===== src/verilog/axi_rd_pkg.sv =====
package axi_rd_pkg;

	localparam int AXI_ID_BITS   = 4;
	localparam int AXI_IDS_BITS  = 8;
	localparam int AXI_DATA_BITS = 32;
	localparam int AXI_ADDR_BITS = 32;
	localparam int AXI_LEN_BITS  = 4;

	localparam logic [1:0] AXI_RESP_OKAY   = 2'd0;
	localparam logic [1:0] AXI_RESP_DECERR = 2'd3;

	localparam logic [1:0] AXI_BURST_FIXED = 2'd0;
	localparam logic [1:0] AXI_BURST_INC   = 2'd1;

	// Slave index, SLV_DEF is the built-in DECERR responder
	localparam logic [2:0] SLV_S0  = 3'd0;
	localparam logic [2:0] SLV_S1  = 3'd1;
	localparam logic [2:0] SLV_S2  = 3'd2;
	localparam logic [2:0] SLV_DEF = 3'd6;

	localparam logic [3:0] R_IDLE    = 4'd0;
	localparam logic [3:0] R_M0_ADDR = 4'd4;
	localparam logic [3:0] R_M1_ADDR = 4'd5;
	localparam logic [3:0] R_M0_DATA = 4'd7;
	localparam logic [3:0] R_M1_DATA = 4'd8;

	// Address map, upper half-word picks the region
	localparam int ADDR_REGION_HI = 31;
	localparam int ADDR_REGION_LO = 16;
	localparam logic [15:0] REGION_S0 = 16'h0000;
	localparam logic [15:0] REGION_S1 = 16'h0001;
	localparam logic [15:0] REGION_S2 = 16'h0002;

	// Slave-side ID, raw word or master tag plus master ID
	typedef union packed {
		logic [AXI_IDS_BITS-1:0] raw;
		struct packed {
			logic [AXI_IDS_BITS-AXI_ID_BITS-1:0] mst;
			logic [AXI_ID_BITS-1:0] id;
		} tag;
	} axi_ids_u;

endpackage


===== src/verilog/ar_arbiter.sv =====
`timescale 1ns/1ps

module ar_arbiter (
	input  logic ACLK,
	input  logic ARESETn,
	input  logic arvalid_m0,
	input  logic arvalid_m1,
	input  logic [3:0] cs,
	output logic gnt_m0,
	output logic gnt_m1,
	output logic arready_m0,
	output logic arready_m1
);
	import axi_rd_pkg::*;

	logic idle;
	// High when M1 wins a tie
	logic prio_m1;

	assign idle = (cs == R_IDLE);

	always_comb begin
		gnt_m0 = 1'b0;
		gnt_m1 = 1'b0;
		if (idle) begin
			if (arvalid_m0 && arvalid_m1) begin
				gnt_m0 = !prio_m1;
				gnt_m1 = prio_m1;
			end else begin
				gnt_m0 = arvalid_m0;
				gnt_m1 = arvalid_m1;
			end
		end
	end

	// Grant doubles as AR accept for the winner
	assign arready_m0 = gnt_m0;
	assign arready_m1 = gnt_m1;

	// Last winner drops to low priority
	always_ff @(posedge ACLK) begin
		if (!ARESETn) begin
			prio_m1 <= 1'b0;
		end else if (gnt_m0 || gnt_m1) begin
			prio_m1 <= gnt_m0;
		end
	end

endmodule


===== src/verilog/ar_decoder.sv =====
`timescale 1ns/1ps

module ar_decoder (
	input  logic [axi_rd_pkg::AXI_ADDR_BITS-1:0] araddr,
	input  logic ar_pend,
	input  logic [3:0] cs,
	input  logic arready_s0,
	input  logic arready_s1,
	input  logic arready_s2,
	output logic [2:0] slave_sel,
	output logic arvalid_s0,
	output logic arvalid_s1,
	output logic arvalid_s2,
	output logic ar_done
);
	import axi_rd_pkg::*;

	logic [ADDR_REGION_HI-ADDR_REGION_LO:0] region;
	logic addr_phase;

	assign region = araddr[ADDR_REGION_HI:ADDR_REGION_LO];

	// Only drive a slave while the FSM is really in an ADDR state
	assign addr_phase = ar_pend && ((cs == R_M0_ADDR) || (cs == R_M1_ADDR));

	always_comb begin
		case (region)
			REGION_S0: slave_sel = SLV_S0;
			REGION_S1: slave_sel = SLV_S1;
			REGION_S2: slave_sel = SLV_S2;
			default:   slave_sel = SLV_DEF;
		endcase
	end

	assign arvalid_s0 = addr_phase && (slave_sel == SLV_S0);
	assign arvalid_s1 = addr_phase && (slave_sel == SLV_S1);
	assign arvalid_s2 = addr_phase && (slave_sel == SLV_S2);

	// Default slave takes the address without a handshake
	assign ar_done = (arvalid_s0 && arready_s0)
		|| (arvalid_s1 && arready_s1)
		|| (arvalid_s2 && arready_s2)
		|| (addr_phase && (slave_sel == SLV_DEF));

endmodule


===== src/verilog/rd_txn_ctrl.sv =====
`timescale 1ns/1ps

module rd_txn_ctrl (
	input  logic ACLK,
	input  logic ARESETn,
	input  logic gnt_m0,
	input  logic gnt_m1,
	input  logic [axi_rd_pkg::AXI_ADDR_BITS-1:0] araddr_m0,
	input  logic [axi_rd_pkg::AXI_ID_BITS-1:0] arid_m0,
	input  logic [axi_rd_pkg::AXI_LEN_BITS-1:0] arlen_m0,
	input  logic [1:0] arburst_m0,
	input  logic [axi_rd_pkg::AXI_ADDR_BITS-1:0] araddr_m1,
	input  logic [axi_rd_pkg::AXI_ID_BITS-1:0] arid_m1,
	input  logic [axi_rd_pkg::AXI_LEN_BITS-1:0] arlen_m1,
	input  logic [1:0] arburst_m1,
	input  logic [2:0] slave_sel,
	input  logic ar_done,
	input  logic r_done,
	output logic [3:0] cs,
	output logic [2:0] slave,
	output axi_rd_pkg::axi_ids_u arid_bus,
	output logic [axi_rd_pkg::AXI_ADDR_BITS-1:0] araddr_bus,
	output logic [axi_rd_pkg::AXI_LEN_BITS-1:0] arlen_bus,
	output logic [1:0] arburst_bus,
	output logic ar_pend
);
	import axi_rd_pkg::*;

	always_ff @(posedge ACLK) begin
		if (!ARESETn) begin
			cs <= R_IDLE;
			slave <= SLV_DEF;
		end else begin
			case (cs)
				R_IDLE: begin
					if (gnt_m0) begin
						cs <= R_M0_ADDR;
					end else if (gnt_m1) begin
						cs <= R_M1_ADDR;
					end
				end
				R_M0_ADDR: begin
					if (ar_done) begin
						cs <= R_M0_DATA;
					end
				end
				R_M1_ADDR: begin
					if (ar_done) begin
						cs <= R_M1_DATA;
					end
				end
				R_M0_DATA, R_M1_DATA: begin
					if (r_done) begin
						cs <= R_IDLE;
					end
				end
				default: cs <= R_IDLE;
			endcase
			// Route frozen for the whole data phase
			if (ar_done) begin
				slave <= slave_sel;
			end
		end
	end

	// Capture the winner's request, master number goes in the ID tag
	always_ff @(posedge ACLK) begin
		if (gnt_m0) begin
			arid_bus.tag.mst <= 4'd0;
			arid_bus.tag.id <= arid_m0;
			araddr_bus <= araddr_m0;
			arlen_bus <= arlen_m0;
			arburst_bus <= arburst_m0;
		end else if (gnt_m1) begin
			arid_bus.tag.mst <= 4'd1;
			arid_bus.tag.id <= arid_m1;
			araddr_bus <= araddr_m1;
			arlen_bus <= arlen_m1;
			arburst_bus <= arburst_m1;
		end
	end

	assign ar_pend = (cs == R_M0_ADDR) || (cs == R_M1_ADDR);

endmodule


===== src/verilog/r_channel.sv =====
`timescale 1ns/1ps

module r_channel (
	input  logic ACLK,
	input  logic ARESETn,
	input  logic [axi_rd_pkg::AXI_IDS_BITS-1:0] rid_s0,
	input  logic [axi_rd_pkg::AXI_DATA_BITS-1:0] rdata_s0,
	input  logic [1:0] rresp_s0,
	input  logic rlast_s0,
	input  logic rvalid_s0,
	input  logic [axi_rd_pkg::AXI_IDS_BITS-1:0] rid_s1,
	input  logic [axi_rd_pkg::AXI_DATA_BITS-1:0] rdata_s1,
	input  logic [1:0] rresp_s1,
	input  logic rlast_s1,
	input  logic rvalid_s1,
	input  logic [axi_rd_pkg::AXI_IDS_BITS-1:0] rid_s2,
	input  logic [axi_rd_pkg::AXI_DATA_BITS-1:0] rdata_s2,
	input  logic [1:0] rresp_s2,
	input  logic rlast_s2,
	input  logic rvalid_s2,
	output logic rready_s0,
	output logic rready_s1,
	output logic rready_s2,
	input  logic rready_m0,
	input  logic rready_m1,
	output logic [axi_rd_pkg::AXI_ID_BITS-1:0] rid_m0,
	output logic [axi_rd_pkg::AXI_DATA_BITS-1:0] rdata_m0,
	output logic [1:0] rresp_m0,
	output logic rlast_m0,
	output logic rvalid_m0,
	output logic [axi_rd_pkg::AXI_ID_BITS-1:0] rid_m1,
	output logic [axi_rd_pkg::AXI_DATA_BITS-1:0] rdata_m1,
	output logic [1:0] rresp_m1,
	output logic rlast_m1,
	output logic rvalid_m1,
	input  logic [3:0] cs,
	input  logic [2:0] slave,
	input  axi_rd_pkg::axi_ids_u arid_bus,
	input  logic [axi_rd_pkg::AXI_LEN_BITS-1:0] arlen_bus,
	input  logic [1:0] arburst_bus,
	output logic r_done
);
	import axi_rd_pkg::*;

	axi_ids_u rid_bus;
	logic [AXI_DATA_BITS-1:0] rdata_bus;
	logic [1:0] rresp_bus;
	logic rlast_bus;
	logic rvalid_bus;
	logic rready_bus;
	logic beat;
	logic data_phase;
	logic [AXI_LEN_BITS-1:0] cnt;

	assign data_phase = (cs == R_M0_DATA) || (cs == R_M1_DATA);
	assign beat = rvalid_bus && rready_bus;
	assign r_done = beat && rlast_bus;

	// Beats accepted so far, used only by the default slave
	always_ff @(posedge ACLK) begin
		if (!ARESETn) begin
			cnt <= '0;
		end else if (!data_phase) begin
			cnt <= '0;
		end else if (beat) begin
			cnt <= cnt + 1'b1;
		end
	end

	// Slave side, pick one R channel and steer ready back to it
	always_comb begin
		rready_s0 = 1'b0;
		rready_s1 = 1'b0;
		rready_s2 = 1'b0;
		case (slave)
			SLV_S0: begin
				rid_bus.raw = rid_s0;
				rdata_bus = rdata_s0;
				rresp_bus = rresp_s0;
				rlast_bus = rlast_s0;
				rvalid_bus = rvalid_s0;
				rready_s0 = rready_bus;
			end
			SLV_S1: begin
				rid_bus.raw = rid_s1;
				rdata_bus = rdata_s1;
				rresp_bus = rresp_s1;
				rlast_bus = rlast_s1;
				rvalid_bus = rvalid_s1;
				rready_s1 = rready_bus;
			end
			SLV_S2: begin
				rid_bus.raw = rid_s2;
				rdata_bus = rdata_s2;
				rresp_bus = rresp_s2;
				rlast_bus = rlast_s2;
				rvalid_bus = rvalid_s2;
				rready_s2 = rready_bus;
			end
			default: begin
				// DECERR responder, always has a beat ready
				rid_bus = arid_bus;
				rdata_bus = '0;
				rresp_bus = AXI_RESP_DECERR;
				if (arburst_bus == AXI_BURST_INC) begin
					rlast_bus = (cnt == arlen_bus);
				end else begin
					rlast_bus = 1'b1;
				end
				rvalid_bus = 1'b1;
			end
		endcase
	end

	// Master side, owner chosen by cs and the other one sees zeros
	always_comb begin
		rid_m0 = '0;
		rdata_m0 = '0;
		rresp_m0 = '0;
		rlast_m0 = 1'b0;
		rvalid_m0 = 1'b0;
		rid_m1 = '0;
		rdata_m1 = '0;
		rresp_m1 = '0;
		rlast_m1 = 1'b0;
		rvalid_m1 = 1'b0;
		rready_bus = 1'b0;
		if (cs == R_M0_DATA) begin
			rid_m0 = rid_bus.tag.id;
			rdata_m0 = rdata_bus;
			rresp_m0 = rresp_bus;
			rlast_m0 = rlast_bus;
			rvalid_m0 = rvalid_bus;
			rready_bus = rready_m0;
		end else if (cs == R_M1_DATA) begin
			rid_m1 = rid_bus.tag.id;
			rdata_m1 = rdata_bus;
			rresp_m1 = rresp_bus;
			rlast_m1 = rlast_bus;
			rvalid_m1 = rvalid_bus;
			rready_bus = rready_m1;
		end
	end

endmodule


===== src/verilog/axi_rd_xbar.sv =====
`timescale 1ns/1ps

module axi_rd_xbar (
	input  logic ACLK,
	input  logic ARESETn,
	input  logic [axi_rd_pkg::AXI_ADDR_BITS-1:0] araddr_m0,
	input  logic [axi_rd_pkg::AXI_ID_BITS-1:0] arid_m0,
	input  logic [axi_rd_pkg::AXI_LEN_BITS-1:0] arlen_m0,
	input  logic [1:0] arburst_m0,
	input  logic arvalid_m0,
	output logic arready_m0,
	input  logic [axi_rd_pkg::AXI_ADDR_BITS-1:0] araddr_m1,
	input  logic [axi_rd_pkg::AXI_ID_BITS-1:0] arid_m1,
	input  logic [axi_rd_pkg::AXI_LEN_BITS-1:0] arlen_m1,
	input  logic [1:0] arburst_m1,
	input  logic arvalid_m1,
	output logic arready_m1,
	output logic [axi_rd_pkg::AXI_ID_BITS-1:0] rid_m0,
	output logic [axi_rd_pkg::AXI_DATA_BITS-1:0] rdata_m0,
	output logic [1:0] rresp_m0,
	output logic rlast_m0,
	output logic rvalid_m0,
	input  logic rready_m0,
	output logic [axi_rd_pkg::AXI_ID_BITS-1:0] rid_m1,
	output logic [axi_rd_pkg::AXI_DATA_BITS-1:0] rdata_m1,
	output logic [1:0] rresp_m1,
	output logic rlast_m1,
	output logic rvalid_m1,
	input  logic rready_m1,
	output logic [axi_rd_pkg::AXI_ADDR_BITS-1:0] araddr_s0,
	output logic [axi_rd_pkg::AXI_IDS_BITS-1:0] arid_s0,
	output logic [axi_rd_pkg::AXI_LEN_BITS-1:0] arlen_s0,
	output logic [1:0] arburst_s0,
	output logic arvalid_s0,
	input  logic arready_s0,
	output logic [axi_rd_pkg::AXI_ADDR_BITS-1:0] araddr_s1,
	output logic [axi_rd_pkg::AXI_IDS_BITS-1:0] arid_s1,
	output logic [axi_rd_pkg::AXI_LEN_BITS-1:0] arlen_s1,
	output logic [1:0] arburst_s1,
	output logic arvalid_s1,
	input  logic arready_s1,
	output logic [axi_rd_pkg::AXI_ADDR_BITS-1:0] araddr_s2,
	output logic [axi_rd_pkg::AXI_IDS_BITS-1:0] arid_s2,
	output logic [axi_rd_pkg::AXI_LEN_BITS-1:0] arlen_s2,
	output logic [1:0] arburst_s2,
	output logic arvalid_s2,
	input  logic arready_s2,
	input  logic [axi_rd_pkg::AXI_IDS_BITS-1:0] rid_s0,
	input  logic [axi_rd_pkg::AXI_DATA_BITS-1:0] rdata_s0,
	input  logic [1:0] rresp_s0,
	input  logic rlast_s0,
	input  logic rvalid_s0,
	output logic rready_s0,
	input  logic [axi_rd_pkg::AXI_IDS_BITS-1:0] rid_s1,
	input  logic [axi_rd_pkg::AXI_DATA_BITS-1:0] rdata_s1,
	input  logic [1:0] rresp_s1,
	input  logic rlast_s1,
	input  logic rvalid_s1,
	output logic rready_s1,
	input  logic [axi_rd_pkg::AXI_IDS_BITS-1:0] rid_s2,
	input  logic [axi_rd_pkg::AXI_DATA_BITS-1:0] rdata_s2,
	input  logic [1:0] rresp_s2,
	input  logic rlast_s2,
	input  logic rvalid_s2,
	output logic rready_s2
);
	import axi_rd_pkg::*;

	logic gnt_m0;
	logic gnt_m1;
	logic [3:0] cs;
	logic [2:0] slave;
	logic [2:0] slave_sel;
	axi_ids_u arid_bus;
	logic [AXI_ADDR_BITS-1:0] araddr_bus;
	logic [AXI_LEN_BITS-1:0] arlen_bus;
	logic [1:0] arburst_bus;
	logic ar_pend;
	logic ar_done;
	logic r_done;

	ar_arbiter arb_i (.*);

	ar_decoder dec_i (.araddr(araddr_bus), .*);

	rd_txn_ctrl ctrl_i (.*);

	r_channel rch_i (.*);

	// One latched request fans out to every slave, arvalid picks the target
	assign araddr_s0 = araddr_bus;
	assign arid_s0 = arid_bus.raw;
	assign arlen_s0 = arlen_bus;
	assign arburst_s0 = arburst_bus;
	assign araddr_s1 = araddr_bus;
	assign arid_s1 = arid_bus.raw;
	assign arlen_s1 = arlen_bus;
	assign arburst_s1 = arburst_bus;
	assign araddr_s2 = araddr_bus;
	assign arid_s2 = arid_bus.raw;
	assign arlen_s2 = arlen_bus;
	assign arburst_s2 = arburst_bus;

endmodule


===== config.mk =====
export PLATFORM = sky130hd
export DESIGN_NAME = axi_rd_xbar
export DESIGN_NICKNAME = d
export VERILOG_FILES = /design/src/verilog/axi_rd_pkg.sv /design/src/verilog/ar_arbiter.sv /design/src/verilog/ar_decoder.sv /design/src/verilog/rd_txn_ctrl.sv /design/src/verilog/r_channel.sv /design/src/verilog/axi_rd_xbar.sv
export SDC_FILE = /design/constraint.sdc
export NUM_CORES = 1
export LEC_CHECK = 0
export BUFFER_PORTS_ARGS = -buffer_cell sky130_fd_sc_hd__buf_4
export CAP_MARGIN = 10
export CORE_AREA = 2 2 177 179
export CTS_BUF_LIST = sky130_fd_sc_hd__clkbuf_4 sky130_fd_sc_hd__clkbuf_8
export CTS_CLUSTER_DIAMETER = 150
export DETAILED_ROUTE_END_ITERATION = 12
export DIE_AREA = 0 0 179 181
export REMOVE_ABC_BUFFERS = 1
export SLEW_MARGIN = 20
export SYNTH_ARGS = -nofsm -noshare
export SYNTH_HDL_FRONTEND = slang
export SYNTH_SLANG_ARGS = --single-unit
export TNS_END_PERCENT = 20

===== constraint.sdc =====
create_clock -name ACLK -period 5.1 [get_ports ACLK]
set_input_delay 1.02 -clock ACLK [delete_from_list [all_inputs] [get_ports ACLK]]
set_output_delay 1.02 -clock ACLK [all_outputs]
set_load 0.01 [all_outputs]

==> impl_metrics.yaml <==
outcome:
  status: "complete, no violations"
layout:
  stdcell_area_sq_um: 7835
  nets: 1113
  multi_input_area_sq_um: 2429
  drive_gt1_frac: 0.5626
  antenna_cells: 0
  fill_cells: 3305
  register_area_sq_um: 1523
  areaGrowthSynthToFinish_pct: 63.46
grt:
  grt_overflow: 0
  antenna_found_initial: 1
  grt_max_degree: 46
  grt_pass1_wl_mm: 28.50
  grt_pass1_vias: 5121
  grt_usage: 0.1145
worst_setup_path:
  worst-setup-path-type: "register to output port"
  r2r_slack_ns: 2.50
  crit_path_start_kind: "register"
  worst_r2r_endpoint: "ctrl_i.cs[1]$_SDFFE_PN0P_"
  path_cells: "buf_4, nor2b_2, buf_4, nand2_1, o21ai_0, nand2b_1, nor2_1, buf_4"
  critical_path.max_fanout: 34
  rr_startpoint: "ctrl_i.slave[1]$_SDFFE_PN1P_"
  critPathTopFamily: "buffers and inverters"
  crit_start: "ctrl_i.slave[1]$_SDFFE_PN1P_"
  crit_top_cell: "buf_4"
  crit_end: "rdata_m0[26]"
  cp_slowest_stage_delay_ns: 0.71
  required_ns: 4.08
  cp-end-kind: "output port"
  critPathArrivalTime_ns: 2.51
  slowest_stage: "dfxtp_2"
  cp.depth: 8
  path_buf_inv: 3
  reg2regPathDepth: 7
floorplan:
  pin_count: 451
  die-area_sq_um: 32400
  die_width_microns: 179
  core_area_sq_um: 30350
  initial_core_util: 0.1579
  rows: 64
  fp.dieH_microns: 181
detailed_routing:
  first_pass_iters: 4
  drc: 0
  final_antenna_net_count: 0
  drtIter0Drc: 130
  vias: 5173
  avgRoutedWirePerCell_microns: 15.83
  viasPerCell: 4.032
  wl_mm: 20.31
sta:
  setup_ws_ns: 1.569
  fmax_mhz: 283.2
  finalSetupViolCount: 0
  relSlewSlack: 0.5573
  rsz0062_at_grt: "false"
  fin_crit_ns: 3.531
  finalHoldViolCount: 0
  holdWs_ns: 0.4850
  tightest_slew_ns: 0.6641
  skew_ns: 0.01522
  tns_ns: 0
  final_max_slew_viol_count: 0
  fin_crit_sh: 0.6924
logic_synthesis:
  synth_simple_gate_area_frac: 0.1999
  synth-xor-area-share: 0.01279
  synth_compound_area_frac: 0.08666
  synth_edf_count: 42
  synth_flop_cell: "edfxtp_1"
  synthMuxAreaShare: 0.1955
  yosysMostFrequentCell: "nor2_1"
  synth_cells: 566
  synthArstFlopShare: 0
  synth_commonest_cells: "nor2_1 (97), buf_4 (95), nand2_1 (51)"
  synth_top_family_by_area: "simple AND/OR/NAND/NOR gates"
  netlist_top_cells_area: "edfxtp_1 (26%), buf_4 (15%), mux2_2 (11%)"
  yosysSeqAreaShare: 0.3174
  synth_area_sq_um: 4793
  avgSynthCellArea_sq_um: 8.469
  yosysUniqueCellTypes: 43
  ys_ff_latch: 55
  synthAdderAreaFrac: 0.002610
  yosys.area.top_type: "edfxtp_1"
  synth_top_area_share: 0.2631
  yosys_warnings: 0
clock_network:
  clock_path_buffers: 2
  cts_resized: 0
  cts_setup_buffers: 0
  htree_levels: 2
  root_buffer: "clkbuf_8"
  cts_hold_buf: 0
  clkLatencyLatePin_ns: 0.32
  cts.sinks: 55
  clkTransAtPathRegs_ns: 0.10
  numCtsBuffers: 5
  cts_tree: "done"
run:
  cap_viol_max_count: 0
pwr:
  p_total_mw: 3.010
  power_density_nw_per_um2: 384.1
  p_leak_nw: 3.706
  peakVddDrop_v: 0.0002549
place:
  place.gp.congestion: 0.7810
  place_area_sq_um: 7754
  place_hpwl_mm: 16.22
  io_buffers: 429
  dp_slack_ns: 1.641
hold_path:
  hold_depth: 2
  min_path_type: "register to register"
state kept, by name, summed over array words and instances (netlist names):
| register | cells |
|---|---|
| arb_i.prio_m1 | 1 |
| ctrl_i.slave | 3 |
| ctrl_i.arburst_bus | 2 |
| rch_i.cnt | 4 |
| ctrl_i.araddr_bus | 32 |
| ctrl_i.arid_bus | 5 |
| ctrl_i.cs | 4 |
| ctrl_i.arlen_bus | 4 |
layout by cell type, fill, tap and decap left out, types with 2 or more instances in the layout:
cell	n
buf_4	438
edfxtp_1	42
a21oi_1	7
o21ai_0	39
nand4_1	2
nor2_1	97
nand4b_1	2
nor4_1	7
a21boi_0	2
o211ai_1	2
clkbuf_8	5
xnor2_1	2
nor3_1	3
mux2i_1	43
conb_1	9
nand3_1	5
a22o_1	5
nand2_1	50
nand2b_1	34
xor2_1	5
o22a_1	4
mux2_2	45
inv_1	5
dfxtp_1	12
nor4b_1	2
power by group:
group	total (mW)	internal [mW]	switching, mW
combinational	1.74	0.924	0.821
sequential	1.02	0.734	0.289
clock	0.241	0.0948	0.146
logic make-up (layout without fill, tap and decap cells):
family | count (synthesis) | after routing
flip-flops | 55 | 55
AND/OR/NAND/NOR | 211 | 211
multiplexers | 88 | 88
AO/OA/AOI/OAI | 66 | 66
XOR/XNOR | 7 | 7
buffers and inverters | 137 | 450
adder cells (fa/ha/maj) | 1 | 1
other | 1 | 9
worst min-delay path by stage:
stage / startpoint / endpoint
after floorplan: arb_i.prio_m1$_SDFFE_PN0P_ / arb_i.prio_m1$_SDFFE_PN0P_
after global placement: arb_i.prio_m1$_SDFFE_PN0P_ / arb_i.prio_m1$_SDFFE_PN0P_
after detailed placement: arb_i.prio_m1$_SDFFE_PN0P_ / arb_i.prio_m1$_SDFFE_PN0P_
after CTS: arb_i.prio_m1$_SDFFE_PN0P_ / arb_i.prio_m1$_SDFFE_PN0P_
after global routing: arb_i.prio_m1$_SDFFE_PN0P_ / arb_i.prio_m1$_SDFFE_PN0P_
final: arb_i.prio_m1$_SDFFE_PN0P_ / arb_i.prio_m1$_SDFFE_PN0P_
per-stage QoR:
| stage | utilization | instances |
|---|---|---|
| after floorplan | - | 442 |
| after global placement | 0.2554 | 1276 |
| after detailed placement | 0.2555 | 1276 |
| after CTS | 0.2582 | 1283 |
| after global routing | 0.2582 | 1283 |
| final | 0.2582 | 1283 |
area by class of cell:
class,count,area share
inverters,5,0.002395
clock inverters,2,0.001597
repair buffers,438,0.4197
well taps,396,0.06324
flip-flops and latches,55,0.1943
multi-input cells,382,0.3100
clock buffers,5,0.008783
worst reg2reg max path, delay by kind of cell, from the launching register on:
kind	cells	cell delay, ns
buf+inv	2	0.81
simple gates	1	0.08
compound gates	3	0.77
flops	1	0.71
mux	1	0.13
layer usage:
metal	routed length (microns)	share of wire	track usage	vias to the layer above
li1	-	-	-	2462
met1	7529	0.37	0.1239	2405
met2	10770	0.53	0.2282	288
met3	1693	0.083	0.01705	16
met4	301	0.015	0.02537	2
met5	16	0.00079	0	-
Note: power is estimated with default switching activity, not from simulation.
